<file path="src/verilog/trap_pkg.sv">
/*
  RISC-V trap vocabulary shared by the checker blocks.
  Only machine-mode synchronous exceptions raised by fetch or decode are
  described. Load/store faults have no code here, and interrupt causes only
  appear through the irq bit of a cause save.
*/
`default_nettype none

package trap_pkg;

  // Program counter and mepc word
  typedef logic [31:0] xlen_t;

  // Exception code as written into mcause, interrupt bit not included
  typedef logic [5:0] exc_code_t;

  ////////////////////
  // Exception codes
  ////////////////////

  // Instruction access fault, raised by the MPU on fetch
  localparam exc_code_t EXC_INSTR_FAULT     = 6'd1;
  localparam exc_code_t EXC_ILLEGAL_INSN    = 6'd2;
  localparam exc_code_t EXC_BREAKPOINT      = 6'd3;
  localparam exc_code_t EXC_ECALL_MMODE     = 6'd11;
  // Instruction bus error, a custom code from the platform range
  localparam exc_code_t EXC_INSTR_BUS_FAULT = 6'd24;

  ////////////////////
  // Stream payloads
  ////////////////////

  // One instruction leaving the write-back stage
  // Several fault flags may be set at once; priority is resolved later
  typedef struct packed {
    logic  valid;
    xlen_t pc;
    logic  illegal;
    logic  ecall;
    logic  ebreak;
    logic  bus_err;
    logic  mpu_err;
  } retire_t;

  // Controller events that stop a retire from trapping this cycle
  typedef struct packed {
    logic irq_ack;
    logic debug_pending;
    logic nmi_trap;
    logic debug_entry;
  } suppress_t;

  // A cause/mepc save issued by the control unit
  typedef struct packed {
    logic      valid;
    logic      irq;
    exc_code_t code;
    xlen_t     mepc;
  } cause_save_t;

  // Expected outcome of one trapping instruction
  typedef struct packed {
    exc_code_t code;
    xlen_t     pc;
  } trap_rec_t;

endpackage

`default_nettype wire

</file>
<file path="src/verilog/chk_cfg_pkg.sv">
/*
  Sizing of the trap-return checker.
  REC_DEPTH must be a power of two, since the FIFO pointers wrap freely.
  Counters saturate at the top of CNT_W bits.
*/
`default_nettype none

package chk_cfg_pkg;

  // Number of expected trap records held at once
  localparam int unsigned REC_DEPTH    = 4;
  localparam int unsigned REC_PTR_W    = $clog2(REC_DEPTH);
  // Cycles a cause save may wait for its record before it is unexpected
  localparam int unsigned MATCH_WINDOW = 4;
  localparam int unsigned WIN_W        = $clog2(MATCH_WINDOW + 1);
  localparam int unsigned CNT_W        = 8;

  typedef logic [CNT_W-1:0]     cnt_t;
  typedef logic [REC_PTR_W-1:0] rec_ptr_t;
  // Occupancy needs one bit more than a pointer to tell full from empty
  typedef logic [REC_PTR_W:0]   rec_cnt_t;
  typedef logic [WIN_W-1:0]     win_cnt_t;

endpackage

`default_nettype wire

</file>
<file path="src/verilog/mepc_matcher.sv">
/*
  Pairs each exception cause save with the oldest expected trap record.
  Saves flagged as interrupts are ignored. Only one save is held at a time;
  another save arriving meanwhile is counted as unexpected and dropped.
  A held save waits at most MATCH_WINDOW cycles for a record.
*/
`default_nettype none

module mepc_matcher
  import trap_pkg::*;
  import chk_cfg_pkg::*;
(
  input  logic        clk,
  input  logic        rst_ni,
  input  cause_save_t save_i,
  input  logic        head_valid_i,
  input  trap_rec_t   head_i,
  output logic        pop_o,
  output cnt_t        match_cnt_o,
  output cnt_t        mismatch_cnt_o,
  output cnt_t        unexpected_cnt_o
);

  typedef enum logic [1:0] {IDLE, WAIT_REC, COMPARE} state_e;

  state_e     state_q;
  state_e     state_d;
  win_cnt_t   win_q;
  win_cnt_t   win_d;
  trap_rec_t  pend_q;
  logic       save_exc;
  logic       accept;
  logic       extra_save;
  logic       no_rec;
  logic       cmp_en;
  logic       cmp_ok;
  logic [1:0] unexp_inc;
  cnt_t       match_q;
  cnt_t       mismatch_q;
  cnt_t       unexpected_q;

  // Add up to three, holding at the top value
  function automatic cnt_t sat_add(cnt_t cnt, logic [1:0] inc);
    logic [CNT_W:0] sum;
    sum = {1'b0, cnt} + {{(CNT_W-1){1'b0}}, inc};
    if (sum[CNT_W]) begin
      return '1;
    end
    return sum[CNT_W-1:0];
  endfunction

  assign save_exc   = save_i.valid & ~save_i.irq;
  assign accept     = save_exc & (state_q == IDLE);
  assign extra_save = save_exc & (state_q != IDLE);

  // Window used up with no record in sight
  assign no_rec = (state_q == WAIT_REC) & ~head_valid_i &
                  (win_q == win_cnt_t'(MATCH_WINDOW - 1));

  assign cmp_en = (state_q == COMPARE) & head_valid_i;
  assign cmp_ok = (pend_q.code == head_i.code) && (pend_q.pc == head_i.pc);
  assign pop_o  = cmp_en;

  assign unexp_inc = {1'b0, no_rec} + {1'b0, extra_save};

  ////////////////////
  // FSM
  ////////////////////

  always_comb begin
    state_d = state_q;
    win_d   = win_q;
    unique case (state_q)
      IDLE: begin
        if (accept) begin
          win_d   = '0;
          state_d = head_valid_i ? COMPARE : WAIT_REC;
        end
      end
      WAIT_REC: begin
        if (head_valid_i) begin
          state_d = COMPARE;
        end else if (no_rec) begin
          state_d = IDLE;
        end else begin
          win_d = win_q + 1'b1;
        end
      end
      COMPARE: begin
        state_d = IDLE;
      end
      default: begin
        state_d = IDLE;
      end
    endcase
  end

  always_ff @(posedge clk, negedge rst_ni) begin
    if (!rst_ni) begin
      state_q      <= IDLE;
      win_q        <= '0;
      match_q      <= '0;
      mismatch_q   <= '0;
      unexpected_q <= '0;
    end else begin
      state_q      <= state_d;
      win_q        <= win_d;
      match_q      <= sat_add(match_q, {1'b0, cmp_en & cmp_ok});
      mismatch_q   <= sat_add(mismatch_q, {1'b0, cmp_en & ~cmp_ok});
      unexpected_q <= sat_add(unexpected_q, unexp_inc);
    end
  end

  // Held save, stored in record form for a direct compare
  always_ff @(posedge clk) begin
    if (accept) begin
      pend_q.code <= save_i.code;
      pend_q.pc   <= save_i.mepc;
    end
  end

  assign match_cnt_o      = match_q;
  assign mismatch_cnt_o   = mismatch_q;
  assign unexpected_cnt_o = unexpected_q;

endmodule

`default_nettype wire

</file>
<file path="config.mk">
export PLATFORM = sky130hd
export DESIGN_NAME = mepc_matcher
export DESIGN_NICKNAME = d
export VERILOG_FILES = /design/src/verilog/trap_pkg.sv /design/src/verilog/chk_cfg_pkg.sv /design/src/verilog/mepc_matcher.sv
export SDC_FILE = /design/constraint.sdc
export NUM_CORES = 1
export LEC_CHECK = 0
export ABC_AREA = 1
export ABC_CLOCK_PERIOD_IN_PS = 4550
export BUFFER_PORTS_ARGS = -buffer_cell sky130_fd_sc_hd__clkbuf_2
export CORE_AREA = 3 3 82 84
export DETAILED_ROUTE_END_ITERATION = 8
export DIE_AREA = 0 0 85 87
export GPL_TIMING_DRIVEN = 0
export PLACE_DENSITY = 0.94
export SYNTH_ARGS = -nofsm -noshare
export SYNTH_HDL_FRONTEND = slang
export SYNTH_SLANG_ARGS = --single-unit
</file>
<file path="constraint.sdc">
create_clock -name clk -period 4.55 [get_ports clk]
set_input_delay 0.2275 -clock clk [delete_from_list [all_inputs] [get_ports clk]]
set_output_delay 0.2275 -clock clk [all_outputs]
set_load 0.01 [all_outputs]
</file>
==> results of run 1 <==
per-layer routing:
| layer | global-route usage | routed length [um] | vias to the layer above | part of all wire |
|---|---|---|---|---|
| li1 | - | - | 1391 | - |
| met1 | 0.225 | 2730 | 1198 | 0.40 |
| met2 | 0.337 | 3510 | 90 | 0.52 |
| met3 | 0.0558 | 457 | 11 | 0.067 |
| met4 | 0.0791 | 112 | 0 | 0.016 |
| met5 | 0 | 0 | - | 0 |
cell families (layout without fill, tap and decap cells):
logic type               Yosys count  in the layout  synth area share
AO/OA/AOI/OAI                     21             21            0.0339
buffers and inverters             79            202            0.0902
adder cells (fa/ha/maj)            8              8            0.0327
XOR/XNOR                          10             10            0.0267
multiplexers                       1              1           0.00343
flip-flops                        67             67             0.568
AND/OR/NAND/NOR                  188            188             0.245
registers in the layout, indices dropped and copies added (netlist names):
| signal | cells |
|---|---|
| match_cnt_o | 8 |
| mismatch_cnt_o | 8 |
| pend_q | 38 |
| state_q | 2 |
| unexpected_cnt_o | 8 |
| win_q | 3 |
cells in the mapped netlist:
cell	instances
nand2_1	95
inv_1	79
nor2_1	56
edfxtp_1	38
dfrtp_1	29
nand3_1	15
o21ai_0	13
xor2_1	10
ha_1	7
nor3_1	6
a21oi_1	4
nand4_1	4
or2_2	4
nand2_2	2
nand3_2	2
nor3_2	2
o21ai_1	2
fa_1	1
mux2_2	1
nor2_2	1
nor4b_4	1
o21ai_2	1
o31ai_1	1
metrics by stage:
step,util,std cells,hold slack (ps)
floorplan,-,374,-68.1
global placement,0.652,554,307
detailed placement,0.656,555,307
CTS,0.687,572,40.0
global route,0.687,572,31.7
finish,0.687,572,58.1
worst max-delay path by stage:
stage / from / end / depth (start not counted)
floorplan: state_q[0] / match_cnt_o[5] / 9
global placement: pend_q[35] / match_cnt_o[5] / 13
detailed placement: pend_q[30] / match_cnt_o[5] / 13
CTS: pend_q[30] / match_cnt_o[4] / 13
global route: pend_q[10] / mismatch_cnt_o[5] / 17
finish: pend_q[2] / match_cnt_o[5] / 13
where the power goes:
group | leakage (nW) | switching, W | total, W | internal (W)
clock | 0.0932 | 0.000210 | 0.000435 | 0.000225
combinational | 1.43 | 0.000110 | 0.000204 | 0.0000937
sequential | 0.722 | 0.0000393 | 0.000740 | 0.000700
total | 2.25 | 0.000360 | 0.00138 | 0.00102
worst reg2reg max path, delay by kind of cell (launching register included):
family | cells | cell delay [ps]
AND/OR/NAND/NOR | 10 | 1320
flip-flops | 1 | 380
AO/OA/AOI/OAI | 1 | 110
adder cells (fa/ha/maj) | 2 | 430
layout make-up:
type,instances,share of cell area
Clock buffer,13,0.0386
Timing Repair Buffer,107,0.137
Inverter,79,0.0720
Multi-Input combinational cell,228,0.273
Clock inverter,3,0.00365
Sequential cell,67,0.453
Tap cell,75,0.0228
==> flow_summary_export.csv, run 1 <==
group,metric,value,unit
setup_path,cp_num_buf_inv,0,
final_layout,multi_input_area,0.00112,mm2
final_layout,regArea,0.00187,mm2
place,io_buffers,105,
floorplanning,die_h,87,um
setup_path,end_kind,"flip-flop",
global_route,grt_usage,0.194,
detailed_routing,final_antenna_net_count,0,
setup_path,cpPeakStageDelay,380,ps
global_route,grt_max_degree,30,
yosys,synth_area_leaders,"edfxtp_1 35%, dfrtp_1 22%, nand2_1 11%",
setup_path,worstSetupStartpointType,"flip-flop",
final_layout,nFillCells,501,
global_route,first_global_vias,2544,
detailed_routing,wl_per_cell,11.9,um
clocking,numCtsBuffers,9,
setup_path,cp_top_family,"simple AND/OR/NAND/NOR gates",
clocking,cts_setup_buffers,0,
yosys,synth_top_area_share,0.347,
detailed_routing,vias_per_cell,4.70,
yosys,postSynthAreaPerCell,8.79,um2
yosys,synth_seq_cells,67,
final_layout,drive_gt1_frac,0.270,
floorplanning,rows,28,
final_layout,diodes,0,
sta,fmax,0.430,GHz
setup_path,worstPathCellList,"nand2_1 -> nand2_1 -> nor2_1 -> nand2_1 -> nor2_1 -> nand3_1 -> nor3_1 -> ha_1 -> ha_1 -> nand2_2 -> nor4b_4 -> nand2_2 -> o21ai_1",
yosys,yosysWarningCount,0,
sta,skew,11.5,ps
sta,setup_viol,0,
final_layout,stdcell_area,0.00412,mm2
floorplanning,start_util,0.548,
place,dp.final_hpwl,5.49,mm
detailed_routing,drc,0,
setup_path,r2r-end,"match_cnt_o[5]",
run_status,status,"finished, final reports clean",
setup_path,critPathRequiredTime,4800,ps
sta,post-route-period-util,0.511,
yosys,synth_area,0.00329,mm2
setup_path,critPathSlowestCell,"edfxtp_1",
yosys,synthesis.nets,463,
floorplanning,core_area,0.00599,mm2
sta,timing.final.ws_setup,2230,ps
power_and_ir_drop,leakagePower,2.25,nW
clocking,clock_latency,340,ps
clocking,cts_tree,"yes",
global_route,grt_pass1_wl,11.0,mm
place,place.gp.congestion,0.759,
detailed_routing,routed-via-count,2690,
setup_path,worstPathArrival,2580,ps
min_path,hp-start,"save_i[9]",
detailed_routing,first_pass_iters,4,
clocking,cts.repair.resized,0,
sta,fin_crit,2320,ps
yosys,synthCells,374,
yosys,yosysUniqueCellTypes,23,
clocking,clock_sinks,67,
sta,slew_headroom,0.335,
place,dpl_cell_area,0.00393,mm2
clocking,clk_pin_slew,80,ps
min_path,hold_path_class,"primary input to flip-flop",
setup_path,crit_type,"flip-flop to flip-flop",
sta,drv_slew,0,
detailed_routing,wl,6.81,mm
global_route,grt_overflow,0,
min_path,min_to,"pend_q[9]",
sta,timing.final.hold_violations,0,
clocking,htree_levels,3,
sta,rsz0062_at_grt,"false",
power_and_ir_drop,power.total,0.00138,W
final_layout,area_delta_synth_final,25.3,%
final_layout,final_common_cell,"clkbuf_2",
setup_path,timing.rr.start,"pend_q[2]",
setup_path,cp_max_fo,6,
sta,finalSetupTns,0,ps
setup_path,reg2reg_setup_slack,2230,ps
detailed_routing,drtIter0Drc,98,
final_layout,layout.nets,581,
power_and_ir_drop,vdd_drop_max,0.246,mV
global_route,antenna_found_initial,0,
clocking,clockRootBuffer,"clkbuf_8",
clocking,hold_buffers,1,
setup_path,rr_worst_depth,13,
power_and_ir_drop,cellPowerDensity,335,mW/mm2
yosys,yosysTopAreaCell,"edfxtp_1",
sta,worst_pin_slew,997,ps
job,drv_cap,0,
floorplanning,die_w,85,um
place,dpl_worst_slack,2160,ps
clocking,clock_path_buffers,2,
setup_path,crit_path_frequent_cell,"nand2_1",
yosys,yosysSeqAreaShare,0.568,
min_path,min_path_cells,1,
floorplanning,dieArea,0.00740,mm2
final_layout,final_cell_mix,"105 x clkbuf_2, 95 x nand2_1, 79 x inv_1, 56 x nor2_1, 38 x edfxtp_1",
floorplanning,boundaryPins,106,
Power figures use the tool's default switching activity.
==> run 2: changes to the inputs <==
--- a/config.mk
+++ b/config.mk
@@ -6,13 +6,13 @@
 export NUM_CORES = 1
 export LEC_CHECK = 0
 export ABC_AREA = 1
-export ABC_CLOCK_PERIOD_IN_PS = 4550
+export ABC_CLOCK_PERIOD_IN_PS = 2200
 export BUFFER_PORTS_ARGS = -buffer_cell sky130_fd_sc_hd__clkbuf_2
-export CORE_AREA = 3 3 82 84
+export CORE_AREA = 3 3 85 87
 export DETAILED_ROUTE_END_ITERATION = 8
-export DIE_AREA = 0 0 85 87
+export DIE_AREA = 0 0 88 90
 export GPL_TIMING_DRIVEN = 0
-export PLACE_DENSITY = 0.94
+export PLACE_DENSITY = 0.89
 export SYNTH_ARGS = -nofsm -noshare
 export SYNTH_HDL_FRONTEND = slang
 export SYNTH_SLANG_ARGS = --single-unit
==> constraint.sdc (replaced) <==
create_clock -name clk -period 2.2 [get_ports clk]
set_input_delay 0.11 -clock clk [delete_from_list [all_inputs] [get_ports clk]]
set_output_delay 0.11 -clock clk [all_outputs]
set_load 0.01 [all_outputs]
==> run 2 against run 1 <==
Sequential share of layout area fell by 6.0 points; die area grew 7.1%; sequential power is 110% higher; utilization increased by 5.2 points; critical path depth is 1 higher; register-to-register slack got worse by 2300 ps; largest power group unchanged; clock power increased by 94%; combinational power rose to 2.7 times the previous value; the flow now finishes with violations (setup timing); sequential cell count unchanged; first-iteration DRC count up 5.1%; total power is 110% higher; worst setup slack got worse by 2300 ps.
==> flow_summary_export.csv, run 2 (same netlist as run 1, synthesis figures left out) <==
group,metric,value,unit
final_layout,fin_util,0.739,
final_layout,diodes,0,
sta,drv_slew,0,
min_path,hp-start,"head_valid_i",
setup_path,cp_max_fo,3,
clocking,clockRootBuffer,"clkbuf_8",
setup_path,timing.rr.start,"pend_q[22]",
global_route,antenna_found_initial,0,
global_route,first_global_vias,3191,
floorplanning,start_util,0.512,
sta,skew,7.09,ps
sta,worst_pin_slew,721,ps
global_route,grt_usage,0.222,
setup_path,end_kind,"flip-flop",
place,dp_cells,557,
global_route,grt_max_degree,30,
floorplanning,die_h,90,um
final_layout,top_register,"pend_q",
setup_path,crit_type,"flip-flop to flip-flop",
detailed_routing,wl_per_cell,13.6,um
min_path,min_to,"state_q[1]",
clocking,numCtsBuffers,9,
power_and_ir_drop,vdd_drop_max,0.496,mV
place,io_buffers,105,
run_status,status,"finished, violations left",
setup_path,worstPathArrival,2500,ps
sta,fin_crit,2230,ps
setup_path,reg2reg_setup_slack,-30,ps
clocking,clock_latency,340,ps
sta,finalSetupTns,-30.3,ps
sta,slew_headroom,0.520,
floorplanning,die_w,88,um
clocking,clock_path_buffers,2,
clocking,htree_levels,3,
setup_path,r2r-end,"match_cnt_o[7]",
detailed_routing,routed-via-count,3072,
global_route,grt_overflow,0,
place,place.gp.congestion,0.771,
min_path,min_path_cells,3,
final_layout,drive_gt1_frac,0.325,
setup_path,rr_worst_depth,14,
final_layout,largest_register_ffs,38,
clocking,clk_pin_slew,70,ps
final_layout,layout.nets,632,
global_route,grt_pass1_wl,13.7,mm
sta,fmax,0.448,GHz
detailed_routing,first_pass_iters,5,
power_and_ir_drop,leakagePower,2.51,nW
run_status,violations,"setup timing",
floorplanning,core_area,0.00642,mm2
sta,post-route-period-util,1.01,
sta,timing.final.hold_violations,0,
final_layout,area_delta_synth_final,44.4,%
clocking,cts_tree,"yes",
final_layout,final_common_cell,"clkbuf_2",
min_path,hold_path_class,"primary input to flip-flop",
detailed_routing,drtIter0Drc,103,
floorplanning,rows,29,
job,drv_cap,0,
detailed_routing,drc,0,
setup_path,critPathRequiredTime,2470,ps
floorplanning,boundaryPins,106,
power_and_ir_drop,power.total,0.00294,W
floorplanning,dieArea,0.00792,mm2
final_layout,final_cell_mix,"105 x clkbuf_2, 91 x nand2_1, 75 x inv_1, 49 x nor2_1, 40 x dlygate4sd3_1",
detailed_routing,vias_per_cell,4.92,
place,dpl_worst_slack,-203,ps
sta,rsz0062_at_grt,"true",
final_layout,final_cells,625,
final_layout,nFillCells,445,
detailed_routing,wl,8.52,mm
detailed_routing,final_antenna_net_count,0,
place,dp.final_hpwl,5.64,mm
sta,setup_viol,1,
clocking,clock_sinks,67,
sta,timing.final.ws_setup,-30.3,ps
power_and_ir_drop,cellPowerDensity,620,mW/mm2
setup_path,worstSetupStartpointType,"flip-flop",
==> run 2: cell count changes in the layout (fill, tap and decap cells not counted), sizes merged <==
| cell | delta |
|---|---|
| dlygate4sd3 | +39 |
| buf | +12 |
| clkbuf | -1 |
| clkinv | +1 |
==> run 2: repair_timing <==
item	4_1_cts	5_1_grt
resized for setup	23	27
endpoints found under the setup margin	16	24
hold endpoints to repair	68	0
setup buffers	4	8
pin swaps	20	14
hold buffers	40	0
==> run 2: critical path: stages, from the launching register on <==
cell	delay [ps]
edfxtp_1	400
nand2_1	90
o21ai_0	90
nor2_1	120
nand2_1	80
nor2_2	100
nand3_2	110
nor3_2	130
ha_2	220
ha_4	140
nand2_4	60
nor4b_4	290
buf_4	170
nor3_2	40
a21oi_1	110
==> run 2: cell type report <==
type / count / area, um2 / area share
Sequential cell: 67 / 1870 / 0.393
Multi-Input combinational cell: 228 / 1290 / 0.272
Tap cell: 77 / 96.3 / 0.0203
Clock inverter: 4 / 17.5 / 0.00369
Inverter: 79 / 297 / 0.0625
Clock buffer: 12 / 135 / 0.0285
Timing Repair Buffer: 158 / 1040 / 0.220
==> run 2: metal layers <==
| layer | vias up | global-route usage | share of wire |
|---|---|---|---|
| li1 | 1498 | - | - |
| met1 | 1424 | 0.220 | 0.37 |
| met2 | 121 | 0.408 | 0.52 |
| met3 | 29 | 0.0814 | 0.086 |
| met4 | 0 | 0.0844 | 0.028 |
| met5 | - | 0 | 0 |
==> run 2: worst max path at each step <==
stage / depth (start not counted) / to / startpoint
final: 14 / match_cnt_o[7] / pend_q[22]
after detailed placement: 13 / match_cnt_o[4] / pend_q[29]
after CTS: 13 / match_cnt_o[4] / pend_q[26]
after global routing: 17 / mismatch_cnt_o[2] / pend_q[17]
after floorplan: 9 / match_cnt_o[5] / state_q[0]
after global placement: 13 / match_cnt_o[5] / pend_q[2]
==> run 2: where the power goes <==
group / switching, W / internal, W / total (W)
clock network: 0.000445 / 0.000399 / 0.000843
registers: 0.000108 / 0.00145 / 0.00156
logic: 0.000277 / 0.000264 / 0.000541
==> run 2: per-stage QoR <==
stage	cell area (um2)	hold WS [ps]
3_5_place_dp	3940	200
6_report	4750	120
3_3_place_gp	3910	191
4_1_cts	4610	50.3
2_1_floorplan	3290	-186
5_1_grt	4750	119
==> run 3: changes to the inputs <==
--- a/config.mk
+++ b/config.mk
@@ -6,7 +6,7 @@
 export NUM_CORES = 1
 export LEC_CHECK = 0
 export ABC_AREA = 1
-export ABC_CLOCK_PERIOD_IN_PS = 2200
+export ABC_CLOCK_PERIOD_IN_PS = 2100
 export BUFFER_PORTS_ARGS = -buffer_cell sky130_fd_sc_hd__clkbuf_2
 export CORE_AREA = 3 3 85 87
 export DETAILED_ROUTE_END_ITERATION = 8
==> constraint.sdc (replaced) <==
create_clock -name clk -period 2.1 [get_ports clk]
set_input_delay 0.105 -clock clk [delete_from_list [all_inputs] [get_ports clk]]
set_output_delay 0.105 -clock clk [all_outputs]
set_load 0.01 [all_outputs]
==> run 3 against run 2 <==
The run still ends with setup timing left; sequential share of layout area down 0.33 points; worst setup slack worse by 100 ps; critical path depth unchanged; sequential power up 4%; fmax about the same; clock power up 4.6%; non-clock buffer count up 1; largest cell class unchanged; total power up 5.1%; highest routed layer unchanged; design area up 0.84%; clock skew about the same; sequential cell count unchanged; routed wire length down 0.89%.
==> flow_summary_export.csv, run 3 (same netlist as run 1, synthesis figures left out) <==
group,metric,value,unit
run_status,status,"finished, violations left",
run_status,violations,"setup timing",
floorplanning,core_area,0.00642,mm2
power_and_ir_drop,leakagePower,2.53,nW
setup_path,cp_max_fo,3,
sta,timing.final.hold_violations,0,
detailed_routing,wl_per_cell,13.5,um
detailed_routing,drc,0,
sta,timing.final.ws_setup,-130,ps
setup_path,worstSetupStartpointType,"flip-flop",
final_layout,final_common_cell,"clkbuf_2",
sta,timing.hold.ws,131,ps
final_layout,fin_util,0.745,
place,dp_cells,557,
floorplanning,start_util,0.512,
min_path,min_to,"win_q[1]",
final_layout,diodes,0,
clocking,clock_path_buffers,2,
global_route,grt_pass1_wl,13.8,mm
clocking,clock_latency,340,ps
final_layout,largest_register_ffs,38,
global_route,first_global_vias,3212,
final_layout,nFillCells,438,
final_layout,final_cells,626,
min_path,hold_path_class,"primary input to flip-flop",
setup_path,end_kind,"flip-flop",
setup_path,rr_worst_depth,14,
clocking,cts_tree,"yes",
clocking,numCtsBuffers,9,
setup_path,worstPathCellList,"nand2_1 -> o21ai_0 -> nor2_1 -> nand2_1 -> nor2_2 -> nand3_2 -> nor3_2 -> ha_2 -> ha_4 -> nand2_4 -> nor4b_4 -> buf_4 -> nor3_2 -> a21oi_1",
place,place.gp.congestion,0.771,
final_layout,regArea,0.00187,mm2
global_route,grt_overflow,0,
setup_path,reg2reg_setup_slack,-130,ps
clocking,htree_levels,3,
sta,setup_viol,16,
min_path,hp-start,"head_valid_i",
final_layout,multi_input_area,0.00132,mm2
detailed_routing,routed-via-count,3073,
setup_path,timing.rr.start,"pend_q[22]",
detailed_routing,vias_per_cell,4.91,
setup_path,r2r-end,"match_cnt_o[7]",
floorplanning,rows,29,
setup_path,cpPeakStageDelay,400,ps
final_layout,area_delta_synth_final,45.7,%
sta,drv_slew,0,
sta,skew,7.26,ps
clocking,clk_pin_slew,70,ps
global_route,grt_usage,0.223,
sta,fin_crit,2230,ps
floorplanning,die_w,88,um
final_layout,top_register,"pend_q",
global_route,antenna_found_initial,0,
floorplanning,boundaryPins,106,
job,drv_cap,0,
final_layout,drive_gt1_frac,0.333,
clocking,clock_sinks,67,
detailed_routing,wl,8.44,mm
setup_path,crit_type,"flip-flop to flip-flop",
floorplanning,dieArea,0.00792,mm2
place,dpl_cell_area,0.00394,mm2
power_and_ir_drop,cellPowerDensity,646,mW/mm2
setup_path,worstPathArrival,2490,ps
detailed_routing,final_antenna_net_count,0,
final_layout,layout.nets,633,
sta,fmax,0.448,GHz
sta,post-route-period-util,1.06,
final_layout,stdcell_area,0.00479,mm2
min_path,min_path_cells,4,
detailed_routing,drtIter0Drc,109,
sta,slew_headroom,0.513,
setup_path,critPathSlowestCell,"edfxtp_1",
clocking,clockRootBuffer,"clkbuf_8",
power_and_ir_drop,vdd_drop_max,0.530,mV
place,dpl_worst_slack,-303,ps
floorplanning,die_h,90,um
place,io_buffers,105,
setup_path,critPathRequiredTime,2360,ps
detailed_routing,first_pass_iters,4,
global_route,grt_max_degree,30,
sta,worst_pin_slew,730,ps
final_layout,final_cell_mix,"105 x clkbuf_2, 91 x nand2_1, 74 x inv_1, 48 x nor2_1, 40 x dlygate4sd3_1",
place,dp.final_hpwl,5.64,mm
sta,rsz0062_at_grt,"true",
[run 3: final cells by class]
cell class	count	area share
sequential	67	0.390
multi-input combinational	228	0.276
timing repair buffer	159	0.220
inverter	79	0.0620
clock buffer	12	0.0282
tap	77	0.0201
clock inverter	4	0.00366
[run 3: stage by stage]
| stage | setup TNS, ps | total power [W] |
|---|---|---|
| floorplan | 0 | 0.00185 |
| CTS | -2270 | 0.00305 |
| detailed placement | -3750 | 0.00208 |
| global route | -3760 | 0.00328 |
| finish | -1100 | 0.00309 |
| global placement | -1690 | 0.00204 |
[run 3: worst max-delay path: cells and delay by family (launching register included)]
family | cells | cell delay, ps
AOI/OAI and AO/OA | 2 | 200
adders and majority gates | 2 | 360
buffers and inverters | 1 | 170
DFF | 1 | 400
and+or+nand+nor | 9 | 1020
[run 3: worst max path at each step]
stage / from / endpoint / slack, ps / cells after the start
3_3_place_gp: pend_q[2] / match_cnt_o[5] / -180 / 13
4_1_cts: pend_q[26] / match_cnt_o[4] / -170 / 13
5_1_grt: pend_q[17] / mismatch_cnt_o[2] / -290 / 17
2_1_floorplan: state_q[0] / match_cnt_o[5] / 9 / 9
3_5_place_dp: pend_q[29] / match_cnt_o[4] / -300 / 13
6_report: pend_q[22] / match_cnt_o[7] / -130 / 14
[run 3: report_power, final]
part           internal, W  total [W]  switching [W]
Clock             0.000418   0.000882       0.000464
Combinational     0.000283   0.000577       0.000294
Sequential         0.00152    0.00163       0.000115
Total              0.00222    0.00309       0.000873
[run 3: metal layers]
layer / track usage / wire length, um / share of wire
met4: 0.0844 / 221 / 0.026
met1: 0.221 / 3120 / 0.37
met5: 0 / 0 / 0
met2: 0.412 / 4380 / 0.52
met3: 0.0814 / 726 / 0.086
[run 3: repair_timing]
item                                    in CTS  in global routing
hold buffers                                40                  0
setup buffers                                6                  7
pin swaps                                   22                 16
endpoints found under the setup margin      23                 24
endpoints found under the hold margin       68                  0
gates resized for setup                     29                 29
